File: config.mk
export PLATFORM = sky130hd
export DESIGN_NAME = uart_top
export DESIGN_NICKNAME = d
export VERILOG_FILES = /design/src/design/uart_pkg.sv /design/src/design/uart_regs.sv /design/src/design/uart_fifo.sv /design/src/design/uart_tx.sv /design/src/design/uart_rx.sv /design/src/design/uart_top.sv
export SDC_FILE = /design/constraint.sdc
export NUM_CORES = 1
export LEC_CHECK = 0
export BUFFER_PORTS_ARGS = -buffer_cell sky130_fd_sc_hd__buf_4
export CAP_MARGIN = 30
export CORE_ASPECT_RATIO = 0.9
export CORE_MARGIN = 8
export CORE_UTILIZATION = 55
export DETAILED_ROUTE_END_ITERATION = 12
export GPL_TIMING_DRIVEN = 0
export PLACE_DENSITY = 0.88
export SLEW_MARGIN = 40
export SYNTH_ARGS = -nofsm -noshare
export SYNTH_HDL_FRONTEND = slang
export SYNTH_SLANG_ARGS = --single-unit
File: constraint.sdc
create_clock -name wb_clk_i -period 4.7 [get_ports wb_clk_i]
set_input_delay 0.235 -clock wb_clk_i [delete_from_list [all_inputs] [get_ports wb_clk_i]]
set_output_delay 0.235 -clock wb_clk_i [all_outputs]
set_load 0.1 [all_outputs]
File: src/design/uart_pkg.sv
////////////////////////////////////////////////////////////////////////////
// UART shared definitions
// Register map, line control layout, line configuration and the
// received-frame record passed from the deserializer to the slave
////////////////////////////////////////////////////////////////////////////

package uart_pkg;

    // Word addresses seen on wb_adr_i[3:2]
    typedef enum logic [1:0] {
        REG_DATA = 2'd0,
        REG_LCR  = 2'd1,
        REG_LSR  = 2'd2,
        REG_DIV  = 2'd3
    } reg_addr_e;

    // Line control register, bit 0 is rx_en
    typedef struct packed {
        logic       loopback;
        logic [1:0] reserved;
        logic       even_parity;
        logic       parity_en;
        logic       dual_stop;
        logic       tx_en;
        logic       rx_en;
    } lcr_t;

    // Everything the serializer and deserializer need to frame a character
    typedef struct packed {
        logic [31:0] divisor;
        lcr_t        lcr;
    } line_cfg_t;

    // One received character with its status
    typedef struct packed {
        logic [7:0] data;
        logic       err_framing;
        logic       err_parity;
        logic       parity_bit;
    } rx_frame_t;

endpackage

File: src/design/uart_regs.sv
////////////////////////////////////////////////////////////////////////////
// UART register slave
// Wishbone decode and ack, LCR/DIV/LSR storage and all bus-driven FIFO
// pushes and pops
////////////////////////////////////////////////////////////////////////////

module uart_regs import uart_pkg::*; #(
    parameter int unsigned DEFAULT_DIV = 16
) (
    input  logic        wb_clk_i,
    input  logic        wb_rst_i,
    input  reg_addr_e   wb_adr_i,
    input  logic [31:0] wb_dat_i,
    output logic [31:0] wb_dat_o,
    input  logic        wb_we_i,
    input  logic [3:0]  wb_sel_i,
    input  logic        wb_stb_i,
    output logic        wb_ack_o,
    input  logic        txf_full_i,
    output logic        txf_push_o,
    output logic [7:0]  txf_data_o,
    input  logic        rxf_empty_i,
    input  logic [7:0]  rxf_data_i,
    output logic        rxf_push_o,
    output logic        rxf_pop_o,
    input  rx_frame_t   frame_i,
    input  logic        frame_valid_i,
    output line_cfg_t   cfg_o
);

    lcr_t        lcr_q;
    logic [31:0] div_q;
    logic        err_framing_q;
    logic        err_parity_q;
    logic        parity_bit_q;
    logic        bus_wr;
    logic        bus_rd;

    // Ack one cycle after strobe, never two in a row
    always_ff @(posedge wb_clk_i) begin
        if (wb_rst_i) begin
            wb_ack_o <= 1'b0;
        end else begin
            wb_ack_o <= wb_stb_i & ~wb_ack_o;
        end
    end

    // Side effects only in the ack cycle
    assign bus_wr = wb_stb_i & wb_we_i & wb_ack_o;
    assign bus_rd = wb_stb_i & ~wb_we_i & wb_ack_o;

    //////////////////////////////////////////////////////////////////////////
    // Register writes
    //////////////////////////////////////////////////////////////////////////

    always_ff @(posedge wb_clk_i) begin
        if (wb_rst_i) begin
            lcr_q <= lcr_t'(8'h03);
            div_q <= 32'(DEFAULT_DIV);
        end else if (bus_wr) begin
            if (wb_adr_i == REG_LCR && wb_sel_i[0]) begin
                lcr_q <= lcr_t'(wb_dat_i[7:0]);
            end
            if (wb_adr_i == REG_DIV) begin
                for (int i = 0; i < 4; i++) begin
                    if (wb_sel_i[i]) begin
                        div_q[8*i +: 8] <= wb_dat_i[8*i +: 8];
                    end
                end
            end
        end
    end

    // Status of the last frame, kept even when rx is disabled
    always_ff @(posedge wb_clk_i) begin
        if (wb_rst_i) begin
            err_framing_q <= 1'b0;
            err_parity_q  <= 1'b0;
            parity_bit_q  <= 1'b0;
        end else if (frame_valid_i) begin
            err_framing_q <= frame_i.err_framing;
            err_parity_q  <= frame_i.err_parity;
            parity_bit_q  <= frame_i.parity_bit;
        end
    end

    //////////////////////////////////////////////////////////////////////////
    // FIFO strobes and read mux
    //////////////////////////////////////////////////////////////////////////

    assign txf_push_o = bus_wr & (wb_adr_i == REG_DATA) & wb_sel_i[0] & ~txf_full_i;
    assign txf_data_o = wb_dat_i[7:0];
    assign rxf_pop_o  = bus_rd & (wb_adr_i == REG_DATA) & ~rxf_empty_i;
    assign rxf_push_o = frame_valid_i & lcr_q.rx_en;

    assign cfg_o = '{divisor: div_q, lcr: lcr_q};

    always_comb begin
        case (wb_adr_i)
            REG_DATA: wb_dat_o = {24'd0, rxf_data_i};
            REG_LCR:  wb_dat_o = {24'd0, lcr_q};
            REG_LSR:  wb_dat_o = {27'd0, parity_bit_q, err_parity_q, err_framing_q,
                                  ~txf_full_i, ~rxf_empty_i};
            default:  wb_dat_o = div_q;
        endcase
    end

endmodule

File: src/design/uart_fifo.sv
////////////////////////////////////////////////////////////////////////////
// Byte FIFO
// Circular buffer with combinational head and full/empty flags
////////////////////////////////////////////////////////////////////////////

module uart_fifo #(
    parameter int unsigned DEPTH = 4
) (
    input  logic       wb_clk_i,
    input  logic       wb_rst_i,
    input  logic       push_i,
    input  logic       pop_i,
    input  logic [7:0] data_i,
    output logic [7:0] data_o,
    output logic       full_o,
    output logic       empty_o
);

    localparam int unsigned AW = (DEPTH > 1) ? $clog2(DEPTH) : 1;

    logic [7:0]  mem [DEPTH];
    logic [AW-1:0] wptr_q;
    logic [AW-1:0] rptr_q;
    logic [AW:0]   count_q;
    logic          do_push;
    logic          do_pop;

    assign full_o  = (count_q == (AW+1)'(DEPTH));
    assign empty_o = (count_q == '0);
    assign do_push = push_i & ~full_o;
    assign do_pop  = pop_i & ~empty_o;
    assign data_o  = mem[rptr_q];

    always_ff @(posedge wb_clk_i) begin
        if (do_push) begin
            mem[wptr_q] <= data_i;
        end
    end

    always_ff @(posedge wb_clk_i) begin
        if (wb_rst_i) begin
            wptr_q  <= '0;
            rptr_q  <= '0;
            count_q <= '0;
        end else begin
            if (do_push) begin
                wptr_q <= wptr_q + 1'b1;
            end
            if (do_pop) begin
                rptr_q <= rptr_q + 1'b1;
            end
            // Push and pop together leave the count alone
            if (do_push && !do_pop) begin
                count_q <= count_q + 1'b1;
            end else if (do_pop && !do_push) begin
                count_q <= count_q - 1'b1;
            end
        end
    end

endmodule

File: src/design/uart_tx.sv
////////////////////////////////////////////////////////////////////////////
// UART transmit serializer
// Pops the TX FIFO and shifts out start, data, parity and stop bits
////////////////////////////////////////////////////////////////////////////

module uart_tx import uart_pkg::*; (
    input  logic       wb_clk_i,
    input  logic       wb_rst_i,
    input  line_cfg_t  cfg_i,
    input  logic       fifo_empty_i,
    input  logic [7:0] fifo_data_i,
    output logic       fifo_pop_o,
    output logic       tx_o
);

    typedef enum logic [2:0] {
        TX_IDLE,
        TX_START,
        TX_DATA,
        TX_PARITY,
        TX_STOP
    } tx_state_e;

    tx_state_e   state_q;
    logic [31:0] period;
    logic [31:0] cnt_q;
    logic        bit_done;
    logic [2:0]  bit_idx_q;
    logic        stop_idx_q;
    logic [7:0]  shift_q;
    logic        parity_q;

    // Divisor of zero behaves like one
    assign period   = (cfg_i.divisor == 32'd0) ? 32'd1 : cfg_i.divisor;
    assign bit_done = (cnt_q == period - 32'd1);

    assign fifo_pop_o = (state_q == TX_IDLE) & cfg_i.lcr.tx_en & ~fifo_empty_i;

    // Shift register and running parity
    always_ff @(posedge wb_clk_i) begin
        if (fifo_pop_o) begin
            shift_q  <= fifo_data_i;
            parity_q <= ~cfg_i.lcr.even_parity;
        end else if (bit_done && (state_q == TX_START || state_q == TX_DATA)) begin
            shift_q  <= shift_q >> 1;
            parity_q <= parity_q ^ shift_q[0];
        end
    end

    always_ff @(posedge wb_clk_i) begin
        if (wb_rst_i) begin
            state_q    <= TX_IDLE;
            tx_o       <= 1'b1;
            cnt_q      <= '0;
            bit_idx_q  <= '0;
            stop_idx_q <= 1'b0;
        end else begin
            cnt_q <= bit_done ? 32'd0 : cnt_q + 32'd1;
            case (state_q)
                TX_IDLE: begin
                    cnt_q <= '0;
                    tx_o  <= 1'b1;
                    if (fifo_pop_o) begin
                        tx_o    <= 1'b0;
                        state_q <= TX_START;
                    end
                end
                TX_START: begin
                    if (bit_done) begin
                        tx_o      <= shift_q[0];
                        bit_idx_q <= '0;
                        state_q   <= TX_DATA;
                    end
                end
                TX_DATA: begin
                    if (bit_done) begin
                        bit_idx_q <= bit_idx_q + 3'd1;
                        if (bit_idx_q != 3'd7) begin
                            tx_o <= shift_q[0];
                        end else if (cfg_i.lcr.parity_en) begin
                            tx_o    <= parity_q;
                            state_q <= TX_PARITY;
                        end else begin
                            tx_o       <= 1'b1;
                            stop_idx_q <= 1'b0;
                            state_q    <= TX_STOP;
                        end
                    end
                end
                TX_PARITY: begin
                    if (bit_done) begin
                        tx_o       <= 1'b1;
                        stop_idx_q <= 1'b0;
                        state_q    <= TX_STOP;
                    end
                end
                default: begin
                    // Second stop bit only with dual_stop
                    if (bit_done) begin
                        if (cfg_i.lcr.dual_stop && !stop_idx_q) begin
                            stop_idx_q <= 1'b1;
                        end else begin
                            state_q <= TX_IDLE;
                        end
                    end
                end
            endcase
        end
    end

endmodule

File: src/design/uart_rx.sv
////////////////////////////////////////////////////////////////////////////
// UART receive deserializer
// Synchronizes the line, finds the start bit, samples mid-bit and checks
// parity and the first stop bit
////////////////////////////////////////////////////////////////////////////

module uart_rx import uart_pkg::*; (
    input  logic      wb_clk_i,
    input  logic      wb_rst_i,
    input  line_cfg_t cfg_i,
    input  logic      rx_i,
    input  logic      loop_i,
    output rx_frame_t frame_o,
    output logic      frame_valid_o
);

    typedef enum logic [2:0] {
        RX_IDLE,
        RX_START,
        RX_DATA,
        RX_PARITY,
        RX_STOP
    } rx_state_e;

    rx_state_e   state_q;
    logic [1:0]  sync_q;
    logic        rx_s;
    logic [31:0] period;
    logic [31:0] half;
    logic [31:0] cnt_q;
    logic        bit_done;
    logic        half_done;
    logic        start_ok;
    logic [2:0]  bit_idx_q;
    logic        parity_q;

    assign rx_s      = sync_q[1];
    assign period    = (cfg_i.divisor == 32'd0) ? 32'd1 : cfg_i.divisor;
    assign half      = {1'b0, period[31:1]};
    assign bit_done  = (cnt_q == period - 32'd1);
    assign half_done = (half == 32'd0) || (cnt_q == half - 32'd1);
    // Start still low half a bit later
    assign start_ok  = (state_q == RX_START) & half_done & ~rx_s;

    //////////////////////////////////////////////////////////////////////////
    // Frame datapath
    //////////////////////////////////////////////////////////////////////////

    always_ff @(posedge wb_clk_i) begin
        if (start_ok) begin
            parity_q           <= ~cfg_i.lcr.even_parity;
            frame_o.err_parity <= 1'b0;
            frame_o.parity_bit <= 1'b0;
        end else if (bit_done) begin
            case (state_q)
                RX_DATA: begin
                    frame_o.data <= {rx_s, frame_o.data[7:1]};
                    parity_q     <= parity_q ^ rx_s;
                end
                RX_PARITY: begin
                    frame_o.parity_bit <= rx_s;
                    frame_o.err_parity <= parity_q ^ rx_s;
                end
                RX_STOP: begin
                    frame_o.err_framing <= ~rx_s;
                end
                default: begin
                end
            endcase
        end
    end

    //////////////////////////////////////////////////////////////////////////
    // Control FSM
    //////////////////////////////////////////////////////////////////////////

    always_ff @(posedge wb_clk_i) begin
        if (wb_rst_i) begin
            sync_q        <= 2'b11;
            state_q       <= RX_IDLE;
            cnt_q         <= '0;
            bit_idx_q     <= '0;
            frame_valid_o <= 1'b0;
        end else begin
            sync_q        <= {sync_q[0], cfg_i.lcr.loopback ? loop_i : rx_i};
            frame_valid_o <= 1'b0;
            cnt_q         <= bit_done ? 32'd0 : cnt_q + 32'd1;
            case (state_q)
                RX_IDLE: begin
                    cnt_q <= '0;
                    if (!rx_s) begin
                        state_q <= RX_START;
                    end
                end
                RX_START: begin
                    if (half_done) begin
                        cnt_q     <= '0;
                        bit_idx_q <= '0;
                        // Glitch shorter than half a bit goes back to idle
                        state_q   <= start_ok ? RX_DATA : RX_IDLE;
                    end else begin
                        cnt_q <= cnt_q + 32'd1;
                    end
                end
                RX_DATA: begin
                    if (bit_done) begin
                        bit_idx_q <= bit_idx_q + 3'd1;
                        if (bit_idx_q == 3'd7) begin
                            state_q <= cfg_i.lcr.parity_en ? RX_PARITY : RX_STOP;
                        end
                    end
                end
                RX_PARITY: begin
                    if (bit_done) begin
                        state_q <= RX_STOP;
                    end
                end
                default: begin
                    if (bit_done) begin
                        frame_valid_o <= 1'b1;
                        state_q       <= RX_IDLE;
                    end
                end
            endcase
        end
    end

endmodule

File: src/design/uart_top.sv
////////////////////////////////////////////////////////////////////////////
// Wishbone UART top level
// Register slave, TX and RX FIFOs, serializer and deserializer
////////////////////////////////////////////////////////////////////////////

module uart_top import uart_pkg::*; #(
    parameter int unsigned FIFO_DEPTH  = 4,
    parameter int unsigned DEFAULT_DIV = 16
) (
    input  logic        wb_clk_i,
    input  logic        wb_rst_i,
    input  logic [3:2]  wb_adr_i,
    output logic [31:0] wb_dat_o,
    input  logic [31:0] wb_dat_i,
    input  logic        wb_we_i,
    input  logic [3:0]  wb_sel_i,
    input  logic        wb_stb_i,
    output logic        wb_ack_o,
    input  logic        rx_i,
    output logic        tx_o
);

    line_cfg_t  cfg;
    rx_frame_t  frame;
    logic       frame_valid;
    logic       txf_push;
    logic       txf_pop;
    logic [7:0] txf_wdata;
    logic [7:0] txf_head;
    logic       txf_full;
    logic       txf_empty;
    logic       rxf_push;
    logic       rxf_pop;
    logic [7:0] rxf_head;
    logic       rxf_empty;

    uart_regs #(
        .DEFAULT_DIV (DEFAULT_DIV)
    ) regs0 (
        .wb_clk_i      (wb_clk_i),
        .wb_rst_i      (wb_rst_i),
        .wb_adr_i      (reg_addr_e'(wb_adr_i)),
        .wb_dat_i      (wb_dat_i),
        .wb_dat_o      (wb_dat_o),
        .wb_we_i       (wb_we_i),
        .wb_sel_i      (wb_sel_i),
        .wb_stb_i      (wb_stb_i),
        .wb_ack_o      (wb_ack_o),
        .txf_full_i    (txf_full),
        .txf_push_o    (txf_push),
        .txf_data_o    (txf_wdata),
        .rxf_empty_i   (rxf_empty),
        .rxf_data_i    (rxf_head),
        .rxf_push_o    (rxf_push),
        .rxf_pop_o     (rxf_pop),
        .frame_i       (frame),
        .frame_valid_i (frame_valid),
        .cfg_o         (cfg)
    );

    uart_fifo #(.DEPTH(FIFO_DEPTH)) txf0 (
        .wb_clk_i (wb_clk_i),
        .wb_rst_i (wb_rst_i),
        .push_i   (txf_push),
        .pop_i    (txf_pop),
        .data_i   (txf_wdata),
        .data_o   (txf_head),
        .full_o   (txf_full),
        .empty_o  (txf_empty)
    );

    // Bytes that arrive while full are dropped by the FIFO itself
    uart_fifo #(.DEPTH(FIFO_DEPTH)) rxf0 (
        .wb_clk_i (wb_clk_i),
        .wb_rst_i (wb_rst_i),
        .push_i   (rxf_push),
        .pop_i    (rxf_pop),
        .data_i   (frame.data),
        .data_o   (rxf_head),
        .full_o   (),
        .empty_o  (rxf_empty)
    );

    uart_tx tx0 (
        .wb_clk_i     (wb_clk_i),
        .wb_rst_i     (wb_rst_i),
        .cfg_i        (cfg),
        .fifo_empty_i (txf_empty),
        .fifo_data_i  (txf_head),
        .fifo_pop_o   (txf_pop),
        .tx_o         (tx_o)
    );

    uart_rx rx0 (
        .wb_clk_i      (wb_clk_i),
        .wb_rst_i      (wb_rst_i),
        .cfg_i         (cfg),
        .rx_i          (rx_i),
        .loop_i        (tx_o),
        .frame_o       (frame),
        .frame_valid_o (frame_valid)
    );

endmodule

### Yosys cells after proc, flatten, opt, wreduce, memory -nomap -nowiden

Memories as Yosys holds them, arrays and structs flattened. A register that Yosys moved wholly into a read port is not among the register bits.
Cells that the tools add are included.

* flip-flop bits (word level): 160
* bits in writable memories: 64
* output and inout bits: 34
* word-level logic and storage cells: 227
* memories kept: 2

Memories
* rxf0.mem: depth 4, width 8, read ports 1, clocked after Yosys merged registers in 1, write ports 1, RTL line uart_fifo.sv:21 `logic [7:0] mem [DEPTH];`
* txf0.mem: depth 4, width 8, read ports 1, clocked after Yosys merged registers in 1, write ports 1, RTL line uart_fifo.sv:21

* add/sub/neg operators: 14
* eq/ne operators: 29
* muxes and demuxes: 63
* bitwise logic cells: 31
* reduce and logical (&&, ||, !) cells: 50

Operators with widths (number)
* $eq 32x32->1: 3
* $mux 32: 3
* $pmux 32 s3: 1
* $mux 3: 22
* $add 32x1->32 const B: 2
* $logic_not 32->1: 2
* $pmux 32 s2: 1
* $sub 31x1->32 const B: 1
* $sub 32x1->32 const B: 1
* $pmux 3 s4: 2
* $reduce_and 3->1: 8
* $mux 1: 23
* $and 1x1->1: 19
* $mux 8: 2
* $reduce_bool 2->1: 8
* $ne 2x1->1 const B: 7
* $add 3x1->3 const B: 4
* $eq 3x2->1 const B: 4
* $eq 3x3->1 const B: 4
* $logic_not 3->1: 4
* $pmux 3 s2: 2
* $mux 2: 5
* $not 1->1: 10
* $add 2x1->2 const B: 4
* other kinds (24): 45

### Depth between registers and ports, before layout

Gate-level depths: netlist (run 1).

* depth after elaboration: 10
* mapped depth: 19

### Modules after synthesis

Synthesis (run 1) repeated with hierarchy kept, for this count alone.

* cell total of the unflattened synthesis: 1477
* area, all modules: 14041.0 µm²

Modules (own cells, without submodules)
* uart_rx: instances 1, cells an instance 587, area each 4748.3 µm², seq. area each 1161.1 µm²
* uart_tx: instances 1, cells an instance 463, area each 3664.8 µm², seq. area each 1071.0 µm²
* uart_fifo: instances 2, cells an instance 90, area each 1620.3 µm², seq. area each 1141.1 µm²
* uart_regs: instances 1, cells an instance 247, area each 2387.3 µm², seq. area each 880.8 µm²

### Worst setup path before layout (run 1)

OpenSTA, ideal clock, no wires.

* path kind: register to register
* start: register regs0.div_q[24]
* end: register tx0.parity_q (enable)
* data arrival time: 4.536 ns
* path slack: -0.210 ns
* cell stages (with the launch flop): 16
* clock period less this slack: 4.910 ns
* cell sequence: dfxtp_1 -> or4_1 -> or3_1 -> buf_2 -> o31ai_2 -> inv_2 -> ha_1 -> inv_1 -> or4_4 -> xor2_1 -> o2bb2ai_1 -> or4_1 -> or4_1 -> nor4_4 -> a21oi_1 -> nor2_1

* cells in the longest elaborated chain, start to end: 6

RTL lines
* from (decl): RTL line uart_regs.sv:32 `logic [31:0] div_q;`
* from (signal assigned): RTL line uart_regs.sv:59 `div_q <= 32'(DEFAULT_DIV);`
* from (signal, indexed assignment): RTL line uart_regs.sv:67 `div_q[8*i +: 8] <= wb_dat_i[8*i +: 8];`
* $logic_not 32->1: RTL line uart_tx.sv:34 `assign period = (cfg_i.divisor == 32'd0) ? 32'd1 : cfg_i.divisor;`
* $mux 32 *: RTL line uart_tx.sv:34
* $sub 32x1->32 *: RTL line uart_tx.sv:35 `assign bit_done = (cnt_q == period - 32'd1);`
* $eq 32x32->1 *: RTL line uart_tx.sv:35
* $logic_and 1x1->1 *: RTL line uart_tx.sv:44 `end else if (bit_done && (state_q == TX_START || state_q == TX_DATA)) begin`
* $reduce_bool 2->1 (no source line) *
* to (signal assigned): RTL line uart_tx.sv:43 `parity_q <= ~cfg_i.lcr.even_parity;`
* to (signal assigned): RTL line uart_tx.sv:46 `parity_q <= parity_q ^ shift_q[0];`
* to (decl): RTL line uart_tx.sv:31 `logic parity_q;`

Mark *: on every way between the ends. The rest lies on a longest branch, timed or not.
A chain may end at the register's enable or synchronous reset.

### Worst setup path in the final report (run 1)

* start: register regs0.div_q[23]
* end: register rx0.cnt_q[0]

* cells in the longest elaborated chain, start to end: 7

RTL lines
* $logic_not 32->1: RTL line uart_rx.sv:38 `assign period = (cfg_i.divisor == 32'd0) ? 32'd1 : cfg_i.divisor;`
* $mux 32 *: RTL line uart_rx.sv:38
* $sub 31x1->32: RTL line uart_rx.sv:41 `assign half_done = (half == 32'd0) || (cnt_q == half - 32'd1);`
* $eq 32x32->1: RTL line uart_rx.sv:41
* $logic_or 1x1->1: RTL line uart_rx.sv:41
* $mux 32: RTL line uart_rx.sv:96 `if (half_done) begin`
* $pmux 32 s2 *: RTL line uart_rx.sv:88 `case (state_q)`
* to (signal assigned): RTL line uart_rx.sv:87 `cnt_q <= bit_done ? 32'd0 : cnt_q + 32'd1;`
* to (signal assigned): RTL line uart_rx.sv:102 `cnt_q <= cnt_q + 32'd1;`
* to (decl): RTL line uart_rx.sv:30 `logic [31:0] cnt_q;`

Marked as above.

==> run_results.csv, run 1 <==
group,metric,value,unit
floorplan,start_util,0.555,
placement,gp_congestion,1.03,
yosys,syn_area_per_cell,9.15,sq um
detailed_routing,drc_errors,0,
yosys,synth_top_area_cell,"dfxtp_1",
worst_setup_path,crit_type,"register to register",
yosys,ys_async_sr_fraction,0,
cells_and_area,num-fill-cells,1880,
timing,tightest_slew,0.855,ns
timing,finalSetupViolCount,38,
power,ir_drop,0.532,mV
worst_setup_path,r2r-start,"regs0.div_q[23]",
placement,dp_slack,-1.49,ns
worst_setup_path,path_cells,"buf_2, nor4_4, nand3_1, o31ai_4, inv_2, ha_4, buf_4, nand4_1, nor2_4, o311ai_4, o2111ai_1, or4_4, or4b_4, a22oi_2, buf_6, buf_6, nor3_1",
yosys,postSynthCellCount,1510,
min_path,hold-path-endpoint,"regs0.div_q[18]",
yosys,synth_area,13800,sq um
power,p_total,0.00487,W
detailed_routing,wire_per_inst,25.2,microns
yosys,ys_seq_area_frac,0.390,
timing,fin_crit_sh,1.01,
worst_setup_path,arrival,5.12,ns
floorplan,num_rows,55,
floorplan,die_h,166,microns
power,powerDensity,291,nW/um^2
worst_setup_path,critPathBufInv,5,
min_path,min-delay-start,"wb_dat_i[18]",
global_routing,grt_max_degree,15,
cells_and_area,final_nets,1737,
yosys,synth_top_cell_area_share,0.210,
detailed_routing,initialDrtViolationCount,2100,
detailed_routing,wirelength,51200,microns
yosys,yosysWarnings,0,
cells_and_area,stdcell_count,2035,
worst_setup_path,crit_path_start_kind,"register",
worst_setup_path,critical_path_required,5.07,ns
yosys,synth_seq_cells,228,
detailed_routing,vias,13500,
worst_setup_path,worst-r2r-setup-slack,-0.05,ns
global_routing,grt_usage,0.319,
detailed_routing,antenna_left,0,
clock_network,root_buffer,"clkbuf_16",
status,violations,"negative setup slack",
detailed_routing,drt_first_pass_iters,9,
timing,fin_crit,4.75,ns
timing,fin_ws,-0.0461,ns
placement,port_buffers,73,
clock_network,cts_tree,"built",
cells_and_area,multiInputGateArea,8090,sq um
detailed_routing,vias_per_cell,6.66,
worst_setup_path,ff2ff_path_depth,17,
clock_network,cts_buffers,24,
clock_network,clk_pin_slew_worst_paths,0.07,ns
min_path,holdPathStages,3,
floorplan,die_area,30500,sq um
clock_network,clk_latency,0.53,ns
clock_network,clock-sinks,228,
timing,clock_skew,0.0150,ns
worst_setup_path,cp_max_fo,10,
cells_and_area,seqCellArea,5410,sq um
timing,relSlewSlack,0.426,
cells_and_area,syn_to_final_growth,20.9,%
floorplan,ioPinCount,77,
cells_and_area,fin_area,16700,sq um
worst_setup_path,critPathMostFrequentCell,"buf_6",
placement,dp.cells,1925,
power,leakage,6.24,nW
global_routing,grt_overflow,0,
worst_setup_path,cp_slowest_cell,"or4b_4",
clock_network,htreeDepth,1,
global_routing,grt_pass1_vias,12900,
cells_and_area,drive_gt1_frac,0.168,
timing,fmax,211,MHz
placement,placed_area,14900,sq um
min_path,hp-class,"input port to register",
job,drv_cap,0,
clock_network,ctsLongestPathBuffers,3,
placement,hpwlAfterDp,35900,microns
timing,hold_violations,0,
status,outcome,"complete, but fails checks",
yosys,synth_nets,1573,
floorplan,die_w,183,microns
worst_setup_path,slowest_delay,0.58,ns
global_routing,antenna_found_initial,1,
worst_setup_path,path_delay_family,"simple AND/OR/NAND/NOR gates",
worst_setup_path,reg2reg_to,"rx0.cnt_q[0]",
timing,drv_slew,0,
yosys,synth_edf_count,83,
yosys,yosys-top-cells-area,"dfxtp_1, edfxtp_1, xnor2_1, xor2_1, nor2_1",
worst_setup_path,end_kind,"register",
cells_and_area,finish.utilization,0.671,
global_routing,grt_pass1_wl,75600,microns
floorplan,coreArea,24900,sq um
yosys,synth-main-ff-cell,"dfxtp_1",
yosys,ys_types,88,
worst register-to-register path, delay by kind of cell (launching register included):
kind / cells / cell delay [ns]
simple gates: 7 / 2.18
compound gates: 4 / 1.08
buf+inv: 5 / 0.82
flops: 1 / 0.31
fa+ha+maj: 1 / 0.21
kinds of logic after synthesis:
family,share of synthesized area
AOI/OAI and AO/OA,0.105
buffers and inverters,0.0487
adders and majority gates,0.0192
xor gates and xnor gates,0.110
and+or+nand+nor,0.243
muxes,0.0839
DFF,0.390
area by class of cell:
cell class,instances,share of cell area
diodes,1,0.000150
plain buffers,108,0.0303
clock buffers,32,0.0396
clock inverters,12,0.00734
inverters,49,0.0115
multi-input cells,1116,0.484
flip-flops and latches,228,0.324
well taps,342,0.0256
repair buffers,147,0.0778
stage by stage:
step | hold WS [ns] | setup TNS (ns)
2_1_floorplan | 0.334 | 0
3_3_place_gp | 0.401 | -121.95
3_5_place_dp | 0.396 | -122.01
4_1_cts | 0.0300 | 0
5_1_grt | 0.0385 | -2.31
6_report | 0.0302 | -1.05
layer usage:
metal,share of wire,up-vias,global-route usage
li1,-,5811,-
met1,0.38,6410,0.411
met2,0.44,1062,0.494
met3,0.12,266,0.0724
met4,0.060,0,0.161
met5,0,-,0
repair_timing:
item                                    in CTS  in global routing
buffers inserted                            19                 19
cloned                                       0                  4
endpoints found under the setup margin     100                 99
hold buffers                                33                  0
endpoints found under the hold margin       60                  0
gates resized for setup                     46                 37
pin swaps                                   16                 24
Yosys cell counts (12+ instances only):
library cell	instances
nor3_1	78
mux4_2	21
o211ai_1	12
or2_2	13
clkbuf_1	94
xor2_1	79
o21ai_0	34
ha_1	18
nor2_1	180
a21oi_1	29
or3_1	17
nand3_1	53
a31oi_1	19
and3_1	39
and2_1	15
or4_1	15
nand2_1	84
mux2i_1	55
xnor2_1	89
nand2b_1	16
mux2_2	12
nand4_1	30
nor4_1	28
edfxtp_1	83
inv_1	48
dfxtp_1	145
placed cells by master (no fill, tap or decap), drive strengths merged, types with 12 or more instances in the layout:
| cell | n |
|---|---|
| edfxtp | 83 |
| o21ai | 35 |
| dlygate4sd3 | 33 |
| o211ai | 12 |
| nor2 | 181 |
| nand2 | 84 |
| nor3 | 79 |
| or3 | 17 |
| or2 | 13 |
| mux2 | 12 |
| nand3 | 53 |
| buf | 131 |
| and2 | 15 |
| a31oi | 19 |
| a21oi | 30 |
| nand4 | 30 |
| clkbuf | 123 |
| inv | 50 |
| mux2i | 55 |
| xor2 | 79 |
| and3 | 39 |
| nor4 | 35 |
| dfxtp | 145 |
| nand2b | 16 |
| xnor2 | 89 |
| ha | 18 |
| or4 | 17 |
| mux4 | 21 |
worst max path at each step:
stage	cells past startpoint	endpoint	slack [ns]	startpoint
finish	17	rx0.cnt_q[0]	-0.05	regs0.div_q[23]
global placement	16	rx0.cnt_q[28]	-1.54	regs0.div_q[21]
floorplan	15	tx0.parity_q	0.04	regs0.div_q[24]
global route	17	rx0.cnt_q[29]	-0.08	regs0.div_q[23]
detailed placement	16	rx0.cnt_q[4]	-1.49	regs0.div_q[21]
CTS	17	rx0.cnt_q[0]	0.001	regs0.div_q[24]
report_power, final:
part / switching (W) / leakage [nW] / total (W) / internal (W)
Clock: 0.000815 / 0.385 / 0.00192 / 0.00111
Sequential: 0.0000609 / 1.93 / 0.00220 / 0.00214
Combinational: 0.000431 / 3.93 / 0.000743 / 0.000311
state kept, by name, indices dropped and copies added (netlist names), 3 cells and up, named ones only:
register,flops
regs0.cfg_o,8
regs0.div_q,32
rx0.bit_idx_q,3
rx0.cnt_q,32
rx0.frame_o,11
rx0.state_q,3
rxf0.count_q,3
rxf0.mem,32
tx0.bit_idx_q,3
tx0.cnt_q,32
tx0.shift_q,8
tx0.state_q,3
txf0.count_q,3
txf0.mem,32
(Power assumes the default switching activity.)
==> run 2, diff against run 1 <==
--- a/config.mk
+++ b/config.mk
@@ -5,15 +5,16 @@
 export SDC_FILE = /design/constraint.sdc
 export NUM_CORES = 1
 export LEC_CHECK = 0
-export BUFFER_PORTS_ARGS = -buffer_cell sky130_fd_sc_hd__buf_4
 export CAP_MARGIN = 30
 export CORE_ASPECT_RATIO = 0.9
 export CORE_MARGIN = 8
-export CORE_UTILIZATION = 55
+export CORE_UTILIZATION = 45
 export DETAILED_ROUTE_END_ITERATION = 12
+export DONT_BUFFER_PORTS = 1
 export GPL_TIMING_DRIVEN = 0
-export PLACE_DENSITY = 0.88
+export PLACE_DENSITY = 0.74
 export SLEW_MARGIN = 40
 export SYNTH_ARGS = -nofsm -noshare
 export SYNTH_HDL_FRONTEND = slang
+export SYNTH_HIERARCHICAL = 1
 export SYNTH_SLANG_ARGS = --single-unit
==> run_results.csv, run 2 <==
group,metric,value,unit
status,outcome,"complete, but fails checks",
status,violations,"design-rule violations",
floorplan,coreArea,30800,sq um
yosys,synth_fa_ha_area_frac,0.0198,
cells_and_area,syn_to_final_growth,14.8,%
detailed_routing,wire_per_inst,20.5,microns
cells_and_area,mostFrequentLayoutCells,"dfxtp_1, nor2_1, xnor2_1",
detailed_routing,antenna_left,0,
yosys,synth-compound-area-share,0.0851,
power,leakage,5.86,nW
yosys,synthTopCellsByCount,"dfxtp_1, nor2_1, xnor2_1",
yosys,yosysWarnings,6,
yosys,synth_top_family_by_area,"simple AND/OR/NAND/NOR gates",
cells_and_area,finish.utilization,0.523,
clock_network,clock-sinks,228,
detailed_routing,wirelength,40600,microns
timing,whs,0.0427,ns
cells_and_area,layout_commonest_cell,"dfxtp_1",
clock_network,clk_pin_slew_worst_paths,0.06,ns
worst_setup_path,ff2ff_path_depth,17,
timing,rsz0062_at_grt,"true",
detailed_routing,vias,11800,
yosys,ys_async_sr_fraction,0,
placement,port_buffers,0,
worst_setup_path,arrival,5.04,ns
cells_and_area,stdcell_count,1976,
worst_setup_path,cp_slowest_cell,"or4b_4",
global_routing,grt_overflow,0,
clock_network,cts_buffers,26,
worst_setup_path,crit_start,"regs0/div_q[6]",
yosys,synth-simple-area-share,0.270,
floorplan,num_rows,61,
timing,tightest_slew,0.912,ns
timing,setup_tns,0,ns
yosys,synth_top_area_cell,"dfxtp_1",
global_routing,grt_pass1_wl,63100,microns
detailed_routing,initialDrtViolationCount,1190,
yosys,ys_seq_area_frac,0.384,
global_routing,grt_pass1_vias,11400,
timing,drv_slew,0,
yosys,synth-xor-area-share,0.120,
yosys,yosys-top-cells-area,"dfxtp_1, edfxtp_1, xnor2_1, xor2_1, mux2i_1",
floorplan,die_w,202,microns
worst_setup_path,worst-r2r-setup-slack,0.1,ns
floorplan,die_h,184,microns
yosys,synth_edf_count,83,
clock_network,clk_latency,0.54,ns
floorplan,die_area,37100,sq um
timing,fin_crit_sh,0.979,
timing,fin_crit,4.60,ns
worst_setup_path,path_cells,"nor3_1, nand4_1, nor2_4, a21oi_1, ha_1, or4b_4, or2_2, buf_4, nor4_1, xnor2_1, and3_1, nand4_2, nor4_2, or3_1, buf_6, buf_6, nor2_1",
cells_and_area,final_nets,1609,
yosys,synth_area,14000,sq um
timing,relSlewSlack,0.387,
placement,placed_area,14600,sq um
timing,fmax,217,MHz
detailed_routing,vias_per_cell,5.99,
placement,gp_congestion,0.946,
power,ir_drop,0.273,mV
job,drv_cap,0,
worst_setup_path,crit_type,"register to register",
detailed_routing,drt_first_pass_iters,10,
yosys,postSynthCellCount,1477,
yosys,muxShareOfSynthArea,0.0776,
timing,finalSetupViolCount,0,
yosys,syn_area_per_cell,9.51,sq um
clock_network,root_buffer,"clkbuf_16",
global_routing,grt_usage,0.211,
yosys,synth_top_cell_area_share,0.207,
worst_setup_path,critical_path_required,5.13,ns
placement,hpwlAfterDp,29700,microns
yosys,ys_types,99,
worst_setup_path,reg2reg_to,"tx0/cnt_q[4]",
worst_setup_path,slowest_delay,0.55,ns
power,powerDensity,277,nW/um^2
floorplan,ioPinCount,77,
worst_setup_path,critPathMostFrequentCell,"buf_6",
detailed_routing,drc_errors,2,
clock_network,cts_tree,"built",
global_routing,grt_max_degree,17,
worst_setup_path,end_kind,"register",
yosys,synth-main-ff-cell,"dfxtp_1",
yosys,synth_most_common_cell,"dfxtp_1",
cells_and_area,drive_gt1_frac,0.164,
yosys,synth_seq_cells,228,
timing,hold_violations,0,
timing,clock_skew,0.0268,ns
worst_setup_path,crit_path_start_kind,"register",
placement,dp.cells,1886,
global_routing,antenna_found_initial,4,
clock_network,htreeDepth,1,
floorplan,start_util,0.455,
worst_setup_path,cp_max_fo,10,
cells_and_area,fin_area,16100,sq um
clock_network,ctsLongestPathBuffers,3,
min_path,holdPathStages,2,
worst_setup_path,r2r-start,"regs0/div_q[6]",
min_path,min-delay-start,"wb_rst_i",
min_path,hp-class,"input port to register",
yosys,synth_nets,1541,
## run 2: cell types whose count changed after synthesis, moves of 8 or more
cell      change
nor4_1       +39
xor2_1       +11
a31oi_1       -9
nor3_1       -30
nor2_1       -74
nor2_2        +8
nand2b_1     +69
inv_1        -17
buf_4        +12
and3_1       +12
or3_1         +9
and4_1        -9
xnor2_1      +13
clkbuf_1     -41
## run 2: metal layers
metal / global-route usage / wire, microns
met5: 0 / 37
met4: 0.103 / 2060
met3: 0.0333 / 3220
met2: 0.347 / 18900
met1: 0.268 / 16300
## run 2: worst max path at each step
stage	endpoint	cells past startpoint
after floorplan	tx0/parity_q	15
after global placement	rx0/frame_o[3]	15
after detailed placement	rx0/frame_o[3]	15
after CTS	tx0/cnt_q[4]	16
after global routing	tx0/shift_q[5]	15
final	tx0/cnt_q[4]	17
## run 2: what timing repair did
item / in CTS / in global routing
endpoints found under the hold margin: 74 / 0
endpoints found under the setup margin: 99 / 90
hold buffers: 35 / 0
resized for setup: 47 / 33
cloned: 0 / 0
pin swaps: 2 / 3
setup buffers: 2 / 4
## run 2: logic make-up after synthesis
| logic type | after synthesis |
|---|---|
| AOI/OAI and AO/OA | 167 |
| xor gates and xnor gates | 192 |
| adders and majority gates | 21 |
| buffers and inverters | 128 |
| DFF | 228 |
| muxes | 82 |
| and+or+nand+nor | 659 |
## run 2: final cells by class
class / count / area [sq um]
repair buffers: 41 / 395
clock buffers: 31 / 683
well taps: 409 / 512
fillers: 2774 / 14700
diodes: 2 / 5.00
clock inverters: 17 / 259
plain buffers: 94 / 512
inverters: 33 / 124
multi-input cells: 1121 / 8160
flip-flops and latches: 228 / 5470
## run 2: power breakdown
group	leakage, nW	internal [W]	switching (W)
clock	0.446	0.00133	0.000846
combinational	3.48	0.0000904	0.000146
sequential	1.93	0.00204	0.0000176
## run 2: through the flow
step	total power (W)	setup WS (ns)
4_1_cts	0.00451	0.0701
6_report	0.00447	0.0977
5_1_grt	0.00460	-0.00181
3_5_place_dp	0.00230	-0.617
3_3_place_gp	0.00230	-0.495
2_1_floorplan	0.00226	0.475
## run 2: critical path: cells and delay by family, from the launching register on
kind | cells | cell delay (ns)
buf+inv | 3 | 0.46
xor+xnor | 1 | 0.24
compound gates | 1 | 0.17
flops | 1 | 0.50
simple gates | 11 | 2.84
fa+ha+maj | 1 | 0.27
==> run 3, diff against run 2 <==
--- a/config.mk
+++ b/config.mk
@@ -12,7 +12,7 @@
 export DETAILED_ROUTE_END_ITERATION = 12
 export DONT_BUFFER_PORTS = 1
 export GPL_TIMING_DRIVEN = 0
-export PLACE_DENSITY = 0.74
+export PLACE_DENSITY = 0.61
 export SLEW_MARGIN = 40
 export SYNTH_ARGS = -nofsm -noshare
 export SYNTH_HDL_FRONTEND = slang
==> run_results.csv, run 3 (synthesized netlist as in run 2, its figures left out) <==
group,metric,value,unit
clock_network,htreeDepth,1,
global_routing,grt_pass1_wl,63000,microns
clock_network,clock-sinks,228,
placement,dp_slack,-0.637,ns
global_routing,grt_overflow,0,
power,powerDensity,271,nW/um^2
worst_setup_path,slowest_delay,0.53,ns
power,leakage,5.84,nW
placement,port_buffers,0,
global_routing,grt_max_degree,17,
power,ir_drop,0.278,mV
timing,fmax,220,MHz
worst_setup_path,crit_type,"register to register",
floorplan,ioPinCount,77,
detailed_routing,initialDrtViolationCount,835,
placement,gp_congestion,0.903,
detailed_routing,wirelength,40000,microns
worst_setup_path,crit_path_start_kind,"register",
worst_setup_path,cp_slowest_cell,"or4_1",
worst_setup_path,end_kind,"register",
cells_and_area,num_antenna_cells,0,
min_path,hp-class,"input port to register",
floorplan,die_area,37100,sq um
cells_and_area,finish.utilization,0.521,
floorplan,die_w,202,microns
timing,drv_slew,0,
worst_setup_path,critPathMostFrequentCell,"or3_1",
clock_network,cts_tree,"built",
placement,hpwlAfterDp,29900,microns
timing,finalSetupViolCount,0,
cells_and_area,mostFrequentLayoutCells,"dfxtp_1, nor2_1, xnor2_1",
clock_network,clk_pin_slew_worst_paths,0.06,ns
worst_setup_path,critPathBufInv,3,
timing,hold_violations,0,
global_routing,grt_usage,0.212,
detailed_routing,wire_per_inst,20.3,microns
timing,fin_ws,0.164,ns
cells_and_area,drive_gt1_frac,0.163,
global_routing,antenna_found_initial,2,
detailed_routing,vias_per_cell,5.79,
worst_setup_path,path_cells,"clkbuf_2, or3_1, nor2_1, a41o_2, inv_4, ha_4, nand2_2, or4_1, or3_1, a221oi_2, nand4_1, or4_4, o21ai_2, clkbuf_4, nor4_1",
timing,fin_crit_sh,0.965,
timing,tightest_slew,0.907,ns
floorplan,coreArea,30800,sq um
timing,whs,0.0334,ns
worst_setup_path,cp_max_fo,10,
floorplan,start_util,0.455,
cells_and_area,fin_area,16100,sq um
job,drv_cap,0,
worst_setup_path,critical_path_required,5.10,ns
cells_and_area,syn_to_final_growth,14.5,%
detailed_routing,drc_errors,0,
floorplan,die_h,184,microns
timing,setup_tns,0,ns
cells_and_area,final_nets,1608,
clock_network,ctsLongestPathBuffers,3,
timing,relSlewSlack,0.391,
clock_network,root_buffer,"clkbuf_16",
detailed_routing,antenna_left,0,
detailed_routing,drt_first_pass_iters,5,
status,outcome,"completed",
clock_network,clk_latency,0.56,ns
cells_and_area,layout_commonest_cell,"dfxtp_1",
detailed_routing,vias,11400,
timing,fin_crit,4.54,ns
placement,placed_area,14600,sq um
worst_setup_path,path_delay_family,"simple AND/OR/NAND/NOR gates",
floorplan,num_rows,61,
timing,clock_skew,0.0241,ns
clock_network,cts_buffers,26,
global_routing,grt_pass1_vias,11100,
worst_setup_path,arrival,4.94,ns
-- run 3: cell count changes in the layout (fill, tap and decap cells not counted), sizes merged --
cell / delta
clkinv: +2
inv: +2
clkinvlp: -4
bufinv: -3
dlygate4sd3: +1
buf: -2
clkbuf: +3
diode: -2
-- run 3: area by class of cell --
| class | count | area (sq um) |
|---|---|---|
| Clock inverter | 14 | 171 |
| Multi-Input combinational cell | 1121 | 8180 |
| Sequential cell | 228 | 5470 |
| Fill cell | 2832 | 14800 |
| Clock buffer | 34 | 711 |
| Timing Repair Buffer | 40 | 390 |
| Inverter | 33 | 126 |
| Buffer | 94 | 512 |
| Tap cell | 409 | 512 |
-- run 3: through the flow --
stage	instances	total power [W]
finish	1973	0.00435
floorplan	1477	0.00226
global route	1973	0.00450
detailed placement	1886	0.00231
CTS	1971	0.00440
global placement	1886	0.00230
-- run 3: repair_timing --
action | in CTS | in global routing
hold endpoints to repair | 75 | 0
cloned | 0 | 0
setup buffers | 2 | 2
hold buffers | 36 | 0
gates resized for setup | 43 | 42
endpoints found under the setup margin | 99 | 97
pin swaps | 2 | 2
-- run 3: power by group --
group          internal [W]  switching, W
Clock               0.00120      0.000859
Sequential          0.00204     0.0000170
Combinational     0.0000908      0.000146
-- run 3: worst paths after layout --
kind	from	end	slack, ns	depth (start not counted)
worst max-delay path	regs0/div_q[12]	rx0/cnt_q[17]	0.16	15
worst min-delay path	wb_rst_i	txf0/count_q[0]	0.03	2
worst max register to register	regs0/div_q[12]	rx0/cnt_q[17]	0.16	15
worst min register to register	rx0/sync_q[0]	rx0/sync_q[1]	0.41	1
-- run 3: metal layers --
| layer | vias to the layer above | routed length (microns) | track usage | share of wire |
|---|---|---|---|---|
| li1 | 5522 | - | - | - |
| met2 | 356 | 18400 | 0.343 | 0.46 |
| met4 | 0 | 1480 | 0.0861 | 0.037 |
| met3 | 80 | 2170 | 0.0273 | 0.054 |
| met1 | 5470 | 18000 | 0.284 | 0.45 |
| met5 | - | 0 | 0 | 0 |
